`src/rtl/fp_format_pkg.sv`:
```
// Single precision layout only; widths are tied together and are not meant to be changed alone
package fp_format_pkg;

	// Exponent field of the packed word
	localparam int exponent_width = 8;

	// Stored fraction, hidden bit not included
	localparam int significand_width = 23;

	// Sign, exponent and fraction packed together
	localparam int total_width = 1 + exponent_width + significand_width;

	// Exponent bias of the format
	localparam int exponent_bias = 127;

	// Aligned significand in stages 2 and 3
	// Sign bit, carry bit, hidden bit, then the fraction
	localparam int internal_width = significand_width + 3;

	// Any larger alignment shift leaves nothing of the small operand
	localparam int max_shift = internal_width;

	// Bits needed to hold a shift of 0 up to max_shift
	localparam int shift_width = $clog2(max_shift + 1);

	// Bit positions inside the aligned significand
	// hidden_bit is the leading one of a normal number
	// carry_bit catches the overflow of a same-sign add
	localparam int hidden_bit = significand_width;
	localparam int carry_bit = significand_width + 1;

endpackage

```
`src/rtl/fp_op_pkg.sv`:
```
// Only add and subtract exist; the opcode is sampled together with the operands
package fp_op_pkg;

	// Operation applied to operand_a and operand_b
	// op_sub flips the sign of operand_b before the add
	typedef enum logic
	{
		op_add = 1'b0,
		op_sub = 1'b1
	} fp_opcode_t;

	// Cycles from an accepted input to its result
	// One register per stage, four stages
	localparam int pipeline_latency = 4;

endpackage

```
`src/rtl/fp_adder.sv`:
```
// Fixed latency of four cycles with no back-pressure; one operation may enter every cycle
module fp_adder
(
	input  logic                                         clk,
	input  logic                                         reset,
	input  logic                                         valid,
	input  fp_op_pkg::fp_opcode_t                        opcode,
	input  logic [fp_format_pkg::total_width-1:0]        operand_a,
	input  logic [fp_format_pkg::total_width-1:0]        operand_b,
	output logic                                         result_valid,
	output logic [fp_format_pkg::total_width-1:0]        result
);

	// Stage 1 to stage 2
	logic                                         add1_valid;
	logic [fp_format_pkg::exponent_width-1:0]     add1_exponent;
	logic [fp_format_pkg::shift_width-1:0]        add1_shift;
	logic [fp_format_pkg::significand_width:0]    add1_significand_large;
	logic [fp_format_pkg::significand_width:0]    add1_significand_small;
	logic                                         add1_sign_large;
	logic                                         add1_sign_small;

	// Stage 2 to stage 3
	logic                                         add2_valid;
	logic [fp_format_pkg::exponent_width-1:0]     add2_exponent;
	logic [fp_format_pkg::internal_width-1:0]     add2_significand1;
	logic [fp_format_pkg::internal_width-1:0]     add2_significand2;

	// Stage 3 to stage 4
	logic                                         add3_valid;
	logic [fp_format_pkg::internal_width-1:0]     add3_significand;
	logic                                         add3_sign;
	logic [fp_format_pkg::exponent_width-1:0]     add3_exponent;

	// Compare exponents and order operands
	fp_adder_stage1 stage1_i
	(
		.clk                    (clk),
		.reset                  (reset),
		.valid                  (valid),
		.opcode                 (opcode),
		.operand_a              (operand_a),
		.operand_b              (operand_b),
		.add1_valid             (add1_valid),
		.add1_exponent          (add1_exponent),
		.add1_shift             (add1_shift),
		.add1_significand_large (add1_significand_large),
		.add1_significand_small (add1_significand_small),
		.add1_sign_large        (add1_sign_large),
		.add1_sign_small        (add1_sign_small)
	);

	// Align and apply signs
	fp_adder_stage2 stage2_i
	(
		.clk                    (clk),
		.reset                  (reset),
		.add1_valid             (add1_valid),
		.add1_exponent          (add1_exponent),
		.add1_shift             (add1_shift),
		.add1_significand_large (add1_significand_large),
		.add1_significand_small (add1_significand_small),
		.add1_sign_large        (add1_sign_large),
		.add1_sign_small        (add1_sign_small),
		.add2_valid             (add2_valid),
		.add2_exponent          (add2_exponent),
		.add2_significand1      (add2_significand1),
		.add2_significand2      (add2_significand2)
	);

	// Add
	fp_adder_stage3 stage3_i
	(
		.clk                    (clk),
		.reset                  (reset),
		.add2_valid             (add2_valid),
		.add2_significand1      (add2_significand1),
		.add2_significand2      (add2_significand2),
		.add2_exponent          (add2_exponent),
		.add3_valid             (add3_valid),
		.add3_significand       (add3_significand),
		.add3_sign              (add3_sign),
		.add3_exponent          (add3_exponent)
	);

	// Normalize and pack
	fp_adder_stage4 stage4_i
	(
		.clk                    (clk),
		.reset                  (reset),
		.add3_valid             (add3_valid),
		.add3_significand       (add3_significand),
		.add3_sign              (add3_sign),
		.add3_exponent          (add3_exponent),
		.result_valid           (result_valid),
		.result                 (result)
	);

endmodule

```
`src/rtl/fp_adder_stage1.sv`:
```
// Denormal inputs are read as zero; NaN and infinity are handled as ordinary numbers
module fp_adder_stage1
(
	input  logic                                         clk,
	input  logic                                         reset,
	input  logic                                         valid,
	input  fp_op_pkg::fp_opcode_t                        opcode,
	input  logic [fp_format_pkg::total_width-1:0]        operand_a,
	input  logic [fp_format_pkg::total_width-1:0]        operand_b,
	output logic                                         add1_valid,
	output logic [fp_format_pkg::exponent_width-1:0]     add1_exponent,
	output logic [fp_format_pkg::shift_width-1:0]        add1_shift,
	output logic [fp_format_pkg::significand_width:0]    add1_significand_large,
	output logic [fp_format_pkg::significand_width:0]    add1_significand_small,
	output logic                                         add1_sign_large,
	output logic                                         add1_sign_small
);

	// Unpacked fields of both operands
	logic                                         sign_a;
	logic                                         sign_b;
	logic [fp_format_pkg::exponent_width-1:0]     exponent_a;
	logic [fp_format_pkg::exponent_width-1:0]     exponent_b;
	logic [fp_format_pkg::significand_width:0]    significand_a;
	logic [fp_format_pkg::significand_width:0]    significand_b;

	// Ordered operands before the register
	logic                                         a_is_large;
	logic [fp_format_pkg::exponent_width-1:0]     exponent_large;
	logic [fp_format_pkg::exponent_width-1:0]     exponent_small;
	logic [fp_format_pkg::exponent_width-1:0]     exponent_diff;
	logic [fp_format_pkg::shift_width-1:0]        shift_nxt;

	// Sign of b follows the opcode
	assign sign_a = operand_a[fp_format_pkg::total_width-1];
	assign sign_b = operand_b[fp_format_pkg::total_width-1] ^ (opcode == fp_op_pkg::op_sub);

	assign exponent_a = operand_a[fp_format_pkg::total_width-2:fp_format_pkg::significand_width];
	assign exponent_b = operand_b[fp_format_pkg::total_width-2:fp_format_pkg::significand_width];

	// Hidden bit restored for normal numbers
	// A zero exponent means zero or denormal, both become zero
	assign significand_a = (exponent_a != '0)
		? {1'b1, operand_a[fp_format_pkg::significand_width-1:0]} : '0;
	assign significand_b = (exponent_b != '0)
		? {1'b1, operand_b[fp_format_pkg::significand_width-1:0]} : '0;

	// Larger exponent wins, ties go to the larger significand
	assign a_is_large = (exponent_a > exponent_b)
		|| ((exponent_a == exponent_b) && (significand_a >= significand_b));

	assign exponent_large = a_is_large ? exponent_a : exponent_b;
	assign exponent_small = a_is_large ? exponent_b : exponent_a;
	assign exponent_diff = exponent_large - exponent_small;

	// Clamp the alignment shift
	always_comb
	begin
		if (int'(exponent_diff) > fp_format_pkg::max_shift)
			shift_nxt = fp_format_pkg::max_shift[fp_format_pkg::shift_width-1:0];
		else
			shift_nxt = exponent_diff[fp_format_pkg::shift_width-1:0];
	end

	always_ff @(posedge clk, posedge reset)
	begin
		if (reset)
		begin
			add1_valid <= 1'b0;
			add1_exponent <= '0;
			add1_shift <= '0;
			add1_significand_large <= '0;
			add1_significand_small <= '0;
			add1_sign_large <= 1'b0;
			add1_sign_small <= 1'b0;
		end
		else
		begin
			add1_valid <= valid;
			add1_exponent <= exponent_large;
			add1_shift <= shift_nxt;
			// Data moves every cycle, valid alone marks it
			add1_significand_large <= a_is_large ? significand_a : significand_b;
			add1_significand_small <= a_is_large ? significand_b : significand_a;
			add1_sign_large <= a_is_large ? sign_a : sign_b;
			add1_sign_small <= a_is_large ? sign_b : sign_a;
		end
	end

endmodule

```
`src/rtl/fp_adder_stage2.sv`:
```
// Bits shifted out of the small operand are dropped, so the sum is truncated and has no sticky bit
module fp_adder_stage2
(
	input  logic                                         clk,
	input  logic                                         reset,
	input  logic                                         add1_valid,
	input  logic [fp_format_pkg::exponent_width-1:0]     add1_exponent,
	input  logic [fp_format_pkg::shift_width-1:0]        add1_shift,
	input  logic [fp_format_pkg::significand_width:0]    add1_significand_large,
	input  logic [fp_format_pkg::significand_width:0]    add1_significand_small,
	input  logic                                         add1_sign_large,
	input  logic                                         add1_sign_small,
	output logic                                         add2_valid,
	output logic [fp_format_pkg::exponent_width-1:0]     add2_exponent,
	output logic [fp_format_pkg::internal_width-1:0]     add2_significand1,
	output logic [fp_format_pkg::internal_width-1:0]     add2_significand2
);

	// Small operand after alignment
	logic [fp_format_pkg::significand_width:0]    aligned_small;

	// Both operands widened with room for sign and carry
	logic [fp_format_pkg::internal_width-1:0]     wide_large;
	logic [fp_format_pkg::internal_width-1:0]     wide_small;

	// Two's complement forms
	logic [fp_format_pkg::internal_width-1:0]     signed_large;
	logic [fp_format_pkg::internal_width-1:0]     signed_small;

	// A shift of max_shift empties the operand
	assign aligned_small = add1_significand_small >> add1_shift;

	// Two zero bits on top: sign slot and carry slot
	assign wide_large = {2'b00, add1_significand_large};
	assign wide_small = {2'b00, aligned_small};

	// Negate where the sign is set
	always_comb
	begin
		if (add1_sign_large)
			signed_large = ~wide_large + 1'b1;
		else
			signed_large = wide_large;

		if (add1_sign_small)
			signed_small = ~wide_small + 1'b1;
		else
			signed_small = wide_small;
	end

	always_ff @(posedge clk, posedge reset)
	begin
		if (reset)
		begin
			add2_valid <= 1'b0;
			add2_exponent <= '0;
			add2_significand1 <= '0;
			add2_significand2 <= '0;
		end
		else
		begin
			add2_valid <= add1_valid;
			// Exponent of the large operand carries through
			add2_exponent <= add1_exponent;
			add2_significand1 <= signed_large;
			add2_significand2 <= signed_small;
		end
	end

endmodule

```
`src/rtl/fp_adder_stage3.sv`:
```
// The sum never reaches the sign bit by overflow since both inputs are below two to the 25th
module fp_adder_stage3
(
	input  logic                                         clk,
	input  logic                                         reset,
	input  logic                                         add2_valid,
	input  logic [fp_format_pkg::internal_width-1:0]     add2_significand1,
	input  logic [fp_format_pkg::internal_width-1:0]     add2_significand2,
	input  logic [fp_format_pkg::exponent_width-1:0]     add2_exponent,
	output logic                                         add3_valid,
	output logic [fp_format_pkg::internal_width-1:0]     add3_significand,
	output logic                                         add3_sign,
	output logic [fp_format_pkg::exponent_width-1:0]     add3_exponent
);

	// Two's complement sum
	logic [fp_format_pkg::internal_width-1:0]     sum;

	// Sign and magnitude of the sum
	logic [fp_format_pkg::internal_width-1:0]     magnitude_nxt;
	logic                                         sign_nxt;

	assign sum = add2_significand1 + add2_significand2;

	// Back to sign and magnitude
	always_comb
	begin
		if (sum[fp_format_pkg::internal_width-1])
		begin
			magnitude_nxt = ~sum + 1'b1;
			sign_nxt = 1'b1;
		end
		else
		begin
			magnitude_nxt = sum;
			sign_nxt = 1'b0;
		end
	end

	always_ff @(posedge clk, posedge reset)
	begin
		if (reset)
		begin
			add3_valid <= 1'b0;
			add3_significand <= '0;
			add3_sign <= 1'b0;
			add3_exponent <= '0;
		end
		else
		begin
			add3_valid <= add2_valid;
			add3_significand <= magnitude_nxt;
			add3_sign <= sign_nxt;
			add3_exponent <= add2_exponent;
		end
	end

endmodule

```
`src/rtl/fp_adder_stage4.sv`:
```
// Truncates toward zero, flushes underflow to +0 and does not detect exponent overflow
module fp_adder_stage4
(
	input  logic                                         clk,
	input  logic                                         reset,
	input  logic                                         add3_valid,
	input  logic [fp_format_pkg::internal_width-1:0]     add3_significand,
	input  logic                                         add3_sign,
	input  logic [fp_format_pkg::exponent_width-1:0]     add3_exponent,
	output logic                                         result_valid,
	output logic [fp_format_pkg::total_width-1:0]        result
);

	// Leading zeros below the carry bit
	logic [fp_format_pkg::exponent_width-1:0]     lead_zeros;
	logic                                         found_one;

	// Magnitude shifted so the hidden bit is set
	logic [fp_format_pkg::significand_width:0]    normalized;

	// Fields of the packed result
	logic [fp_format_pkg::significand_width-1:0]  fraction_nxt;
	logic [fp_format_pkg::exponent_width-1:0]     exponent_nxt;
	logic [fp_format_pkg::total_width-1:0]        result_nxt;

	// Scan from the hidden bit down for the first one
	always_comb
	begin
		lead_zeros = '0;
		found_one = 1'b0;
		for (int i = fp_format_pkg::hidden_bit; i >= 0; i--)
		begin
			if (!found_one)
			begin
				if (add3_significand[i])
					found_one = 1'b1;
				else
					lead_zeros = lead_zeros + 1'b1;
			end
		end
	end

	assign normalized = add3_significand[fp_format_pkg::hidden_bit:0] << lead_zeros;

	always_comb
	begin
		if (add3_significand[fp_format_pkg::carry_bit])
		begin
			// Carry out of a same-sign add
			// One place right, exponent up by one, lowest bit truncated
			fraction_nxt = add3_significand[fp_format_pkg::significand_width:1];
			exponent_nxt = add3_exponent + 1'b1;
			result_nxt = {add3_sign, exponent_nxt, fraction_nxt};
		end
		else
		begin
			// Left shift by the zero count
			fraction_nxt = normalized[fp_format_pkg::significand_width-1:0];
			exponent_nxt = add3_exponent - lead_zeros;

			// Zero magnitude or exponent at or below zero gives +0
			if (!found_one || (add3_exponent <= lead_zeros))
				result_nxt = '0;
			else
				result_nxt = {add3_sign, exponent_nxt, fraction_nxt};
		end
	end

	always_ff @(posedge clk, posedge reset)
	begin
		if (reset)
		begin
			result_valid <= 1'b0;
			result <= '0;
		end
		else
		begin
			result_valid <= add3_valid;
			result <= result_nxt;
		end
	end

endmodule

```
`config.mk`:
```
export PLATFORM = sky130hd
export DESIGN_NAME = fp_adder
export DESIGN_NICKNAME = d
export VERILOG_FILES = /design/src/rtl/fp_format_pkg.sv /design/src/rtl/fp_op_pkg.sv /design/src/rtl/fp_adder.sv /design/src/rtl/fp_adder_stage1.sv /design/src/rtl/fp_adder_stage2.sv /design/src/rtl/fp_adder_stage3.sv /design/src/rtl/fp_adder_stage4.sv
export SDC_FILE = /design/constraint.sdc
export NUM_CORES = 1
export LEC_CHECK = 0
export BUFFER_PORTS_ARGS = -buffer_cell sky130_fd_sc_hd__clkbuf_2
export CELL_PAD_IN_SITES_DETAIL_PLACEMENT = 0
export CELL_PAD_IN_SITES_GLOBAL_PLACEMENT = 1
export CORE_MARGIN = 2
export CORE_UTILIZATION = 30
export CTS_BUF_LIST = sky130_fd_sc_hd__clkbuf_8
export DETAILED_ROUTE_END_ITERATION = 16
export PLACE_DENSITY = 0.61
export SYNTH_ARGS = -nofsm -noshare
export SYNTH_HDL_FRONTEND = slang
export SYNTH_SLANG_ARGS = --single-unit
```
`constraint.sdc`:
```
create_clock -name clk -period 22.6 [get_ports clk]
set_clock_uncertainty 0.2 [all_clocks]
set_input_delay 4.52 -clock clk [delete_from_list [all_inputs] [get_ports clk]]
set_output_delay 4.52 -clock clk [all_outputs]
set_load 0.005 [all_outputs]
```
==> reports/qor.csv, run 1 <==
metric;value;unit
status;finished clean;
synthSimpleGateAreaFrac;21.5;%
cp-end-kind;flip-flop;
hold_buffers;0;
synthMuxAreaShare;6.54;%
drtIter0Drc;643;
syn_nets;1956;
yosys-top-cells-area;dfrtp_1, ha_1, xnor2_1, nand2_1, o21ai_0;
num-fill-cells;5439;
syn-cell-area;15400;um2
placed_cell_area;16500;um2
grt_pass1_vias;12700;
diodes;0;
crit_buf_inv;4;
cts.clk_slew.worst_paths;110;ps
slew_headroom;28.0;%
cpMostUsedCell;ha_1;
synth_flop_cell;dfrtp_1;
nNetsFinal;2002;
cts_sinks;193;
startpoint_type;flip-flop;
worstSetupPathType;flip-flop to flip-flop;
cp_max_fo;21;
root_buffer;clkbuf_8;
initial_core_util;30.2;%
synth_xor_area_share;10.9;%
final_antenna_net_count;0;
finalSetupTns;0;ps
hold_slack;149;ps
drc_errors;0;
yosysSeqAreaShare;31.3;%
io_buffer_count;100;
final_max_slew_viol_count;0;
cts_resized;0;
htreeDepth;4;
grt_usage;15.9;%
ios;101;
grt_max_degree;117;
vdd_drop_max;44.5;uV
synth_compound_area_share;17.5;%
async_reset_ff_share;100;%
synth_top_area_share;31.3;%
tritoncts;yes;
overflow;0;
yosysUniqueCellTypes;109;
drive_gt1_share;12.8;%
syn_to_final_growth;9.59;%
coreArea;51100;um2
viasPerCell;5.03;
critical_path.top_delay_family;adder cells;
routed_wl;41900;um
worst-slew-pin-transition;1050;ps
hold_path.class;flip-flop to flip-flop;
leakagePower;7.56;nW
die_h;231;um
rows;83;
setup_violations;0;
postCtsSetupRepairBufs;0;
worstPathArrival;17930;ps
power_density;121;nW/um2
cts_buffer_depth;2;
via_count;12800;
routabilityCongestion;0.901;
max_stage_delay;490;ps
first_pass_iters;5;
die_x;231;um
finalInstanceArea;16900;um2
synth_commonest_cells;nand2_1, dfrtp_1, o21ai_0;
dp_hpwl;33400;um
synth_warnings;0;
dieArea;53300;um2
synth_top_family_by_area;simple AND/OR/NAND/NOR gates;
layout_worst_path_cycle_share;78.4;%
insertion_delay;510;ps
synth_fa_ha_area_share;7.84;%
multi_input_area;9940;um2
hold_viol_final;0;
synth_edf_count;0;
critPathSlowestCell;dfrtp_1;
rsz0062_at_grt;no;
finalCriticalPeriod;17720;ps
syn_area_per_cell;8.61;um2
grt_first_pass_wirelength;67900;um
max_freq;0.0564;GHz
seqCellArea;4830;um2
antenna_found_initial;1;
detail_route.wl_per_cell;16.5;um
cts_made_buffers;17;
synthCells;1795;
synth.largest_area_cell;dfrtp_1;
synth-seq-cells;193;
yosysMostFrequentCell;nand2_1;
worstPathRequired;22810;ps
maxCapViolations;0;
-- power breakdown --
group / internal [mW] / total [mW] / switching [mW]
Clock: 0.0909 / 0.225 / 0.134
Sequential: 0.452 / 0.582 / 0.130
Combinational: 0.529 / 1.24 / 0.707
-- per-stage QoR --
stage	total power, mW	utilization [%]	setup slack, ps	instances
finish	2.04	33.1	4880	2534
global route	2.22	33.1	3310	2534
CTS	2.06	33.1	4990	2534
detailed placement	1.83	32.4	5040	2502
global placement	1.82	32.4	5600	2502
floorplan	1.50	-	6980	1795
-- path summary, 6_finish.rpt --
kind                                             endpoint  cells after the start                           from  slack (ps)
max                                   stage4_i.result[20]                     90  stage3_i.add3_significand[22]        4880
min reg2reg                     stage3_i.add3_exponent[4]                      0      stage2_i.add2_exponent[4]         150
min in group asynchronous             stage1_i.add1_valid                      2                          reset        3960
min                             stage3_i.add3_exponent[4]                      0      stage2_i.add2_exponent[4]         150
max in group asynchronous  stage2_i.add2_significand1[11]                      3                          reset       16790
max reg2reg                           stage4_i.result[20]                     90  stage3_i.add3_significand[22]        4880
-- worst register-to-register path: cells and delay by family, from the launching register on --
| family | cells | cell delay (ps) |
|---|---|---|
| AOI/OAI and AO/OA | 30 | 4420 |
| xor gates and xnor gates | 1 | 190 |
| adders and majority gates | 22 | 6970 |
| and+or+nand+nor | 26 | 3500 |
| muxes | 7 | 1180 |
| buffers and inverters | 4 | 750 |
| DFF | 1 | 490 |
-- state kept, by name (all words and copies together) (netlist names) --
register,flops
stage4_i.result,32
stage1_i.add1_sign_small,1
stage3_i.add3_significand,25
stage4_i.result_valid,1
stage3_i.add3_valid,1
stage1_i.add1_valid,1
stage2_i.add2_exponent,8
stage1_i.add1_shift,5
stage2_i.add2_valid,1
stage3_i.add3_exponent,8
stage1_i.add1_exponent,8
stage2_i.add2_significand1,26
stage3_i.add3_sign,1
stage1_i.add1_significand_large,24
stage1_i.add1_sign_large,1
stage1_i.add1_significand_small,24
stage2_i.add2_significand2,26
-- kinds of logic after synthesis --
group | Yosys count
buffers and inverters | 172
AOI/OAI and AO/OA | 418
and+or+nand+nor | 659
adders and majority gates | 96
muxes | 85
xor gates and xnor gates | 172
DFF | 193
-- layout make-up --
type | count | area share [%]
multi-input combinational | 1430 | 58.7
sequential | 193 | 28.5
tap | 680 | 5.03
timing repair buffer | 112 | 3.49
inverter | 87 | 1.97
clock buffer | 17 | 1.38
clock inverter | 15 | 0.916
-- placed cells by master, fill, tap and decap left out, drive strengths merged, types with 18 or more instances in the layout --
cell and n:
nand2 259, dfrtp 193, o21ai 146, xnor2 130, nor2 118, clkbuf 117, inv 93, ha 91
a21oi 89, mux2i 59, nand3 56, or3 35, nor3 34, xor2 33, a21o 30, nor2b 29
nand2b 26, o31ai 20, and2 18
-- routing by layer --
layer	up-vias	global-route usage, %	wire length [um]
li1	6390	-	-
met1	6083	20.6	19400
met2	248	27.6	20400
met3	32	2.22	1340
met4	0	4.50	738
met5	-	0	0
Power figures use the tool's default switching activity.
==> inputs of run 2 (changes only) <==
Settings changed: ABC_AREA set to 1, PLACE_DENSITY 0.61 to 0.63.
Clock period 22.6 ns to 16.9 ns, I/O delays scaled along.
==> reports/qor.csv, run 2 <==
metric;value;unit
status;finished clean;
ios;101;
cts.clk_slew.worst_paths;110;ps
syn_area_per_cell;7.05;um2
routed_wl;43700;um
instances_no_fill;2894;
antenna_found_initial;0;
cp-end-kind;flip-flop;
leakagePower;8.58;nW
initial_core_util;30.2;%
root_buffer;clkbuf_8;
die_h;228;um
via_count;13700;
grt_usage;17.0;%
synth.largest_area_cell;dfrtp_1;
synth_warnings;0;
grt_pass1_vias;13600;
syn-cell-area;15100;um2
yosysMostFrequentCell;nand2_1;
max_freq;0.0654;GHz
nNetsFinal;2370;
final_common_cell;nand2_1;
layout_worst_path_cycle_share;90.4;%
syn_to_final_growth;10.4;%
diodes;0;
cts_buffer_depth;2;
insertion_delay;520;ps
overflow;0;
rsz0062_at_grt;no;
final_antenna_net_count;0;
first_pass_iters;5;
synthCells;2138;
critPathSlowestCell;dfrtp_1;
layout_common_cells;nand2_1, inv_1, dfrtp_1, nor2_1, nand3_1;
drtIter0Drc;684;
worstPathArrival;15510;ps
setup_violations;0;
dp_hpwl;36300;um
postCtsSetupRepairBufs;0;
reg_top3;stage4_i.result x32, stage2_i.add2_significand1 x26, stage2_i.add2_significand2 x26;
yosysSeqAreaShare;32.1;%
worstPathRequired;17130;ps
grt_max_degree;124;
yosysUniqueCellTypes;61;
htreeDepth;4;
yosys-top-cells-area;dfrtp_1, nand2_1, ha_1, inv_1, nand3_1;
synth_edf_count;0;
routabilityCongestion;0.896;
max_stage_delay;430;ps
largest_reg_flops;32;
die_x;228;um
dp.cells;2862;
maxCapViolations;0;
tritoncts;yes;
worst-slew-pin-transition;988;ps
drive_gt1_share;11.4;%
drc_errors;0;
cts_made_buffers;17;
startpoint_type;flip-flop;
hold_viol_final;0;
top_register;stage4_i.result;
hold_path.class;flip-flop to flip-flop;
dieArea;52000;um2
io_buffer_count;100;
cts_sinks;193;
synth-seq-cells;193;
coreArea;49900;um2
final_max_slew_viol_count;0;
cpMostUsedCell;ha_1;
worstSetupPathType;flip-flop to flip-flop;
synth_flop_cell;dfrtp_1;
cp_max_fo;11;
grt_first_pass_wirelength;71000;um
rows;82;
slew_headroom;34.2;%
viasPerCell;4.72;
synth_top_area_share;32.1;%
finalSetupTns;0;ps
async_reset_ff_share;100;%
power_density;147;nW/um2
synth_commonest_cells;nand2_1, inv_1, dfrtp_1;
vdd_drop_max;50.4;uV
finalCriticalPeriod;15290;ps
syn_nets;2299;
detail_route.wl_per_cell;15.1;um
final_util;33.4;%
-- run 2: worst paths after layout --
check,slack [ps],from,cells after the start,end
setup / recovery,1610,stage3_i.add3_significand[22],96,stage4_i.result[8]
hold / removal,150,stage1_i.add1_exponent[1],0,stage2_i.add2_exponent[1]
setup reg to reg,1610,stage3_i.add3_significand[22],96,stage4_i.result[8]
hold reg to reg,150,stage1_i.add1_exponent[1],0,stage2_i.add2_exponent[1]
max in group asynchronous,12300,reset,3,stage3_i.add3_significand[0]
min in group asynchronous,2780,reset,2,stage1_i.add1_exponent[5]
-- run 2: per-stage QoR --
stage / power [mW] / hold WS (ps) / setup slack, ps / area, um2
floorplan: 1.74 / 131 / 2970 / 15100
global placement: 2.17 / 133 / 1670 / 16200
detailed placement: 2.17 / 135 / 1330 / 16200
CTS: 2.48 / 152 / 1250 / 16600
global route: 2.70 / 153 / 75.2 / 16600
finish: 2.45 / 148 / 1610 / 16600
-- run 2: final cells by class --
class | instances | area (um2)
Multi-Input combinational cell | 1590 | 8840
Timing Repair Buffer | 113 | 598
Fill cell | 5453 | 33200
Clock inverter | 14 | 146
Clock buffer | 18 | 248
Tap cell | 672 | 841
Sequential cell | 193 | 4830
Inverter | 294 | 1120
-- run 2: timing repair --
item	4_1_cts	5_1_grt
endpoints found under the hold margin	0	0
hold buffers	0	0
resized for setup	0	5
setup endpoints to repair	0	8
-- run 2: cells by family after synthesis --
family,after synthesis,share of synthesized area [%]
buf+inv,355,9.35
flops,193,32.1
simple gates,1051,31.6
fa+ha+maj,93,7.82
compound gates,326,12.1
mux,8,0.531
xor+xnor,112,6.51
-- run 2: where the power goes --
group | leakage [nW] | total [mW] | internal [mW] | switching, mW
combinational | 6.05 | 1.41 | 0.496 | 0.918
clock | 0.195 | 0.302 | 0.114 | 0.188
sequential | 2.33 | 0.730 | 0.607 | 0.123
-- run 2: worst max-delay path: cells and delay by family, from the launching register on --
kind	cells	cell delay [ps]
AO/OA/AOI/OAI	20	2780
XOR/XNOR	1	410
adder cells (fa/ha/maj)	22	6260
buffers and inverters	22	1750
flip-flops	1	430
AND/OR/NAND/NOR	31	3380
-- run 2: layer usage --
metal / part of all wire, % / vias to the layer above / GRT usage (%) / wire [um]
met1: 44 / 6242 / 20.4 / 19100
met5: 0 / - / 0 / 0
met4: 1.8 / 0 / 4.78 / 789
li1: - / 7125 / - / -
met2: 52 / 252 / 31.7 / 22600
met3: 2.9 / 41 / 2.09 / 1260
